==> src/common/sim_defines.svh <==
`ifndef SIM_DEFINES_SVH
`define SIM_DEFINES_SVH

//////////////////////////////////////////////////
// Memory map
//////////////////////////////////////////////////

`define SIM_PC_START    64'h0000_0000_8000_0000 // Reset PC, also RAM word 0
`define SIM_RAM_WORDS   1024                    // 64-bit words

//////////////////////////////////////////////////
// Core
//////////////////////////////////////////////////

`define SIM_NUM_REGS    32
`define SIM_TRAP_OPCODE 7'h6b                   // Custom opcode, ends the run

`endif

==> src/common/sim_pkg.sv <==
package sim_pkg;

  //////////////////////////////////////////////////
  // Core to RAM
  //////////////////////////////////////////////////

  typedef struct packed {
    logic        cen;   // Access strobe
    logic        wen;
    logic [63:0] addr;  // Byte address
    logic [63:0] wdata;
    logic [7:0]  wmask; // One bit per byte lane
    logic [2:0]  size;  // log2 of byte count
  } mem_req_t;

  typedef struct packed {
    logic        ready;
    logic [63:0] rdata;
  } mem_rsp_t;

  //////////////////////////////////////////////////
  // Commit and trap records
  //////////////////////////////////////////////////

  typedef struct packed {
    logic        valid;
    logic [63:0] pc;
    logic [31:0] inst;
    logic        wen;
    logic [4:0]  wdest;
    logic [63:0] wdata;
  } commit_t;

  typedef struct packed {
    logic        valid;
    logic [7:0]  code;  // a0[7:0] at the trap
    logic [63:0] pc;
    logic [63:0] cycle_cnt;
    logic [63:0] instr_cnt;
  } trap_t;

endpackage

==> src/rtl/commit_monitor.sv <==
`timescale 1ns/100ps
`include "sim_defines.svh"

module commit_monitor (
  input  logic             clock,
  input  logic             reset,
  input  sim_pkg::commit_t retire_i,
  input  logic [63:0]      a0_i,
  output sim_pkg::commit_t commit_o,
  output sim_pkg::trap_t   trap_o,
  output logic             halt_o
);

  sim_pkg::commit_t commit_q;
  logic             commit_valid_q;
  logic             trap_valid_q;
  logic [7:0]       trap_code_q;
  logic [63:0]      trap_pc_q;
  logic [63:0]      cycle_cnt_q;
  logic [63:0]      instr_cnt_q;
  logic             is_trap;

  assign is_trap = retire_i.valid && retire_i.inst[6:0] == `SIM_TRAP_OPCODE;

  //////////////////////////////////////////////////
  // Commit record
  //////////////////////////////////////////////////

  always_ff @(posedge clock) begin
    commit_q <= retire_i; // Payload, valid kept separately
  end

  always_ff @(posedge clock) begin
    if (reset) commit_valid_q <= 1'b0;
    else       commit_valid_q <= retire_i.valid && !trap_valid_q;
  end

  //////////////////////////////////////////////////
  // Trap latch and counters
  //////////////////////////////////////////////////

  always_ff @(posedge clock) begin
    if (reset) begin
      trap_valid_q <= 1'b0;
      cycle_cnt_q  <= '0;
      instr_cnt_q  <= '0;
    end else if (!trap_valid_q) begin // Frozen after the trap
      cycle_cnt_q <= cycle_cnt_q + 64'd1;
      instr_cnt_q <= instr_cnt_q + 64'(retire_i.valid);
      if (is_trap) trap_valid_q <= 1'b1;
    end
  end

  always_ff @(posedge clock) begin
    if (is_trap && !trap_valid_q) begin
      trap_code_q <= a0_i[7:0];
      trap_pc_q   <= retire_i.pc;
    end
  end

  always_comb begin
    commit_o       = commit_q;
    commit_o.valid = commit_valid_q;
  end

  assign trap_o = '{valid:     trap_valid_q,
                    code:      trap_code_q,
                    pc:        trap_pc_q,
                    cycle_cnt: cycle_cnt_q,
                    instr_cnt: instr_cnt_q};

  assign halt_o = trap_valid_q;

endmodule

==> config.mk <==
export PLATFORM = sky130hd
export DESIGN_NAME = commit_monitor
export DESIGN_NICKNAME = d
export VERILOG_FILES = /design/src/common/sim_pkg.sv /design/src/rtl/commit_monitor.sv
export VERILOG_INCLUDE_DIRS = /design/src /design/src/common
export SDC_FILE = /design/constraint.sdc
export NUM_CORES = 1
export LEC_CHECK = 0
export ABC_CLOCK_PERIOD_IN_PS = 5300
export BUFFER_PORTS_ARGS = -buffer_cell sky130_fd_sc_hd__buf_4
export CAP_MARGIN = 25
export CELL_PAD_IN_SITES_DETAIL_PLACEMENT = 0
export CELL_PAD_IN_SITES_GLOBAL_PLACEMENT = 1
export CORE_AREA = 5 5 233 235
export CTS_BUF_LIST = sky130_fd_sc_hd__clkbuf_16
export DETAILED_ROUTE_END_ITERATION = 10
export DIE_AREA = 0 0 238 240
export PLACE_DENSITY = 0.67
export SETUP_SLACK_MARGIN = 0.15
export SYNTH_ARGS = -nofsm -noshare
export SYNTH_HDL_FRONTEND = slang
export SYNTH_SLANG_ARGS = --single-unit
export TNS_END_PERCENT = 1
==> constraint.sdc <==
create_clock -name clock -period 5.3 [get_ports clock]
set_clock_uncertainty 0.2 [all_clocks]
set_input_delay 1.06 -clock clock [delete_from_list [all_inputs] [get_ports clock]]
set_output_delay 1.06 -clock clock [all_outputs]
set_load 0.01 [all_outputs]
---- Yosys cells after proc, flatten, opt, wreduce, memory -nomap -nowiden ----
Cells that the tools add are included.
cells by class
  eq/ne operators ......................... 1
  multiplexer cells ....................... 2
  multipliers ............................. 0
  bitwise operators ....................... 0
  reductions and logical operators ........ 4
  divide/modulo/power cells ............... 0
  magnitude comparators ................... 0
  shift-type cells ........................ 0
  $add $sub $neg .......................... 2
operators with widths
  cell                     count
  $add A64 B1 Y64          1
  $add A64 B1 Y64 const B  1
  $eq A7 B7 Y1 const B     1
  $logic_and A1 B1 Y1      3
  $mux W1                  2
  $logic_not A1 Y1         1
storage, ports and cells
  bits in latches ......................... 0
  bits in read-only memories .............. 0
  memories kept ........................... 0
  output and inout port bits .............. 369
  bits in registers ....................... 368
  bits in writable memories ............... 0

---- Depth between registers and ports, before layout ----
  depth in word-level cells ............... 4
  gate-level depth with buffers ........... 9

---- Worst setup path after synthesis ----
Ideal clock, no wire load.
  path kind ............................... input to register
  from .................................... in retire_i[72] (netlist bit)
  to ...................................... reg trap_code_q[0], enable pin
  cell stages on the path ................. 3
  data required time ...................... 4,597 ps
  slack ................................... -257 ps
  library setup time ...................... 503 ps
  data arrival time ....................... 4,854 ps
  buffers on the path ..................... 0
  path through ............................ nand4b_1 > or4b_2 > nor2_1
on the way
  longest elaborated chain between the ends .. 3
ends and longest elaborated chain
  item                           RTL line              text
  start: declaration             commit_monitor.sv:7   input sim_pkg::commit_t retire_i,
  $eq A7 B7 Y1 (no line)         -
  $logic_and A1 B1 Y1 (no line)  -
  $logic_and A1 B1 Y1            commit_monitor.sv:55  if (is_trap && !trap_valid_q) begin
  end signal: assignment         commit_monitor.sv:56  trap_code_q <= a0_i[7:0];
  end: declaration               commit_monitor.sv:17  logic [7:0] trap_code_q;
No other way between the ends.
A chain may end at the register's enable or synchronous reset.

---- Worst setup path after layout ----
  from .................................... in retire_i[166] (netlist bit)
  to ...................................... reg instr_cnt_q[60]
on the way
  longest elaborated chain between the ends .. 1
ends and longest elaborated chain
  item                    RTL line              text
  $add A64 B1 Y64         commit_monitor.sv:49  instr_cnt_q <= instr_cnt_q + 64'(retire_i.valid);
  end signal: assignment  commit_monitor.sv:49
  end: declaration        commit_monitor.sv:20  logic [63:0] instr_cnt_q;
No other way between the ends.

==> results.ini <==
[worst_hold_path]
hold_path_class = reg2reg
whs_path_depth = 2
min-delay-start = instr_cnt_q[63]$_SDFFE_PP0N_
whs_endpoint = instr_cnt_q[63]$_SDFFE_PP0N_

[power]
powerDensity_nw_per_um2 = 345
total_power_mw = 6.12
leakage_nw = 7.14
peakVddDrop_mv = 0.232

[sta]
period_needed_ns = 3.31
rsz0062_at_grt = no
holdWs_ns = 0.282
setup_slack_ns = 1.99
timing_hold_violations_final = 0
drv_slew = 0
worst_pin_slew_ns = 0.892
final.period_utilization_pct = 62.5
finalSetupViolCount = 0
fmax_mhz = 302
relSlewSlack_pct = 40.4
tns_ns = 0

[worst_setup_path]
critPathLaunchType = input port
critPathTopFamily = simple AND/OR/NAND/NOR gates
cp_slowest_stage_delay_ns = 0.57
r2r_slack_ns = 2.00
crit_fanout = 15
cp_slowest_cell = nand4_1
cp.buffers_inverters = 1
cp_common_cell = ha_1
critPathKind = in2reg
arrival_ns = 3.58
r2r-start = halt_o$_SDFF_PP0_
path_cells = buf_4, ha_1, ha_1, nand4b_1, nor3_1, nand4_1, or3_1, a21oi_1
reg2regPathDepth = 5
required_ns = 5.57
r2r-end = cycle_cnt_q[57]$_SDFFE_PP0N_
critPathCaptureType = flop

[synth]
yosysWarningCount = 0
synth_seq_cells = 368
synth_top_cell_area_share_pct = 51.7
ys_async_sr_fraction_pct = 0
syn_nets = 1193
syn_area_per_cell_sq_um = 12.0
synthesis.area_sq_um = 11500
synth_edf_count = 72
yosys.area.top_type = dfxtp_1
ys_seq_area_share_pct = 70.5
synthCells = 957
ys_types = 36
synth_ff_type = dfxtp_1
synth_area_leaders = dfxtp_1 (52%), edfxtp_1 (19%), xnor2_1 (3.7%)

[cts]
hold_buffers = 0
cts_root_buffer = clkbuf_16
post_cts_buffers = 0
cts_resized = 0
cts_made_buffers = 42
clockBufferDepth = 3
cts_tree = yes
clk_latency_ns = 0.55
path_clk_slew_ns = 0.06
clock-sinks = 368
htreeDepth = 2

[detailed_routing]
drc_errors = 0
vias = 9593
dr.pass1.iters = 5
wl_mm = 42.7
ant_nets = 0
wl_per_cell_um = 19.1
drt_iter0_drc = 415
viasPerCell = 4.28

[placement]
io_buffers = 545
pre_cts_ws_ns = 1.43
dpl.hpwl_mm = 33.3
gp_congestion = 0.838

[die]
ios = 602
die_w_um = 238
initial_core_util_pct = 22.0
core_sq_um = 52000
die_y_um = 240
rows = 84
die_area_sq_um = 57100

[flow_run]
drv_cap = 0

[finish]
area_growth_pct = 54.6
fin_nets = 1754
drive_gt1_share_pct = 39.9

[global_routing]
grt_max_degree = 57
antenna_found_initial = 1
grt_pass1_vias = 9433
grt_overflow = 0
grt.total_usage_pct = 14.0
grt_pass1_wl_mm = 60.9

[status]
status = complete, no violations

## worst min-delay path, cell delays in order, from the launching register on
cell     delay, ns
dfxtp_1       0.32
o31ai_1       0.06
a21oi_1       0.05
## Yosys cell counts (all sizes together), types with 12 or more instances
| cell | number |
|---|---|
| inv | 19 |
| nor3 | 17 |
| nand4 | 44 |
| xnor2 | 48 |
| o31ai | 18 |
| and3 | 12 |
| nand3 | 45 |
| or3 | 34 |
| a21oi | 53 |
| nor4 | 26 |
| edfxtp | 72 |
| clkbuf | 30 |
| dfxtp | 296 |
| nor2 | 89 |
| nand2 | 35 |
| xor2 | 25 |
| or4 | 21 |
| o21ai | 34 |
## layer usage
| metal | global-route usage (%) | up-vias | wire (um) |
|---|---|---|---|
| met1 | 15.2 | 4563 | 15500 |
| li1 | - | 4552 | - |
| met2 | 25.1 | 411 | 21800 |
| met3 | 5.16 | 67 | 3980 |
| met5 | 0 | - | 0 |
| met4 | 5.13 | 0 | 1450 |
## metrics by stage
step                      instance area (sq um)  std cells  utilization, %
after global placement                    16400       2162            31.4
after detailed placement                  16400       2162            31.4
after global routing                      17700       2240            34.1
after floorplan                           11500        957               -
after CTS                                 17700       2240            34.1
final                                     17700       2241            34.1
## where the power goes
part           internal (mW)  switching (mW)  leakage (nW)
Sequential              2.93          0.0259          3.10
Combinational          0.172           0.128          3.35
Clock                   1.70            1.17         0.695
Total                   4.80            1.32          7.14
## registers in the layout (all words and copies together) (netlist names)
register and flops:
commit_o 166, cycle_cnt_q 64, instr_cnt_q 64, trap_pc_q 64, trap_code_q 8, commit_valid_q 1, halt_o 1
## area by class of cell
class / count / area (sq um)
Fill cell: 5293 / 34300
Sequential cell: 368 / 8090
Timing Repair Buffer: 554 / 4170
Multi-Input combinational cell: 533 / 3160
Clock buffer: 44 / 1100
Tap cell: 688 / 861
Clock inverter: 34 / 277
Inverter: 19 / 71.3
Antenna cell: 1 / 2.50
## cells in the final DEF (no fill, tap or decap), types with 34 or more instances in the layout
cell         n
nor2_1      88
nand2_1     35
clkbuf_16   44
buf_4      553
a21oi_1     53
xnor2_1     48
dfxtp_1    296
nand4_1     43
nand3_1     45
or3_1       34
edfxtp_1    72
o21ai_0     34
## how the worst max path moves through the flow
stage	endpoint	slack, ns	cells after the start	start
final	instr_cnt_q[60]$_SDFFE_PP0N_	1.99	8	retire_i[166]
after global routing	instr_cnt_q[60]$_SDFFE_PP0N_	1.69	8	retire_i[166]
after CTS	cycle_cnt_q[57]$_SDFFE_PP0N_	1.95	5	halt_o$_SDFF_PP0_
after detailed placement	instr_cnt_q[48]$_SDFFE_PP0N_	1.43	8	retire_i[166]
after global placement	instr_cnt_q[56]$_SDFFE_PP0N_	1.45	8	retire_i[166]
after floorplan	trap_code_q[0]$_DFFE_PP_	0.95	3	retire_i[72]
## kinds of logic (layout without fill, tap and decap cells)
logic type,Yosys count,after routing,synth area share [%]
XOR/XNOR,73,73,5.58
buffers and inverters,56,651,1.98
other,0,1,0
adder cells (fa/ha/maj),3,3,0.327
flip-flops,368,368,70.5
multiplexers,3,3,0.262
AO/OA/AOI/OAI,105,105,4.98
AND/OR/NAND/NOR,349,349,16.3
(Power assumes the default switching activity.)
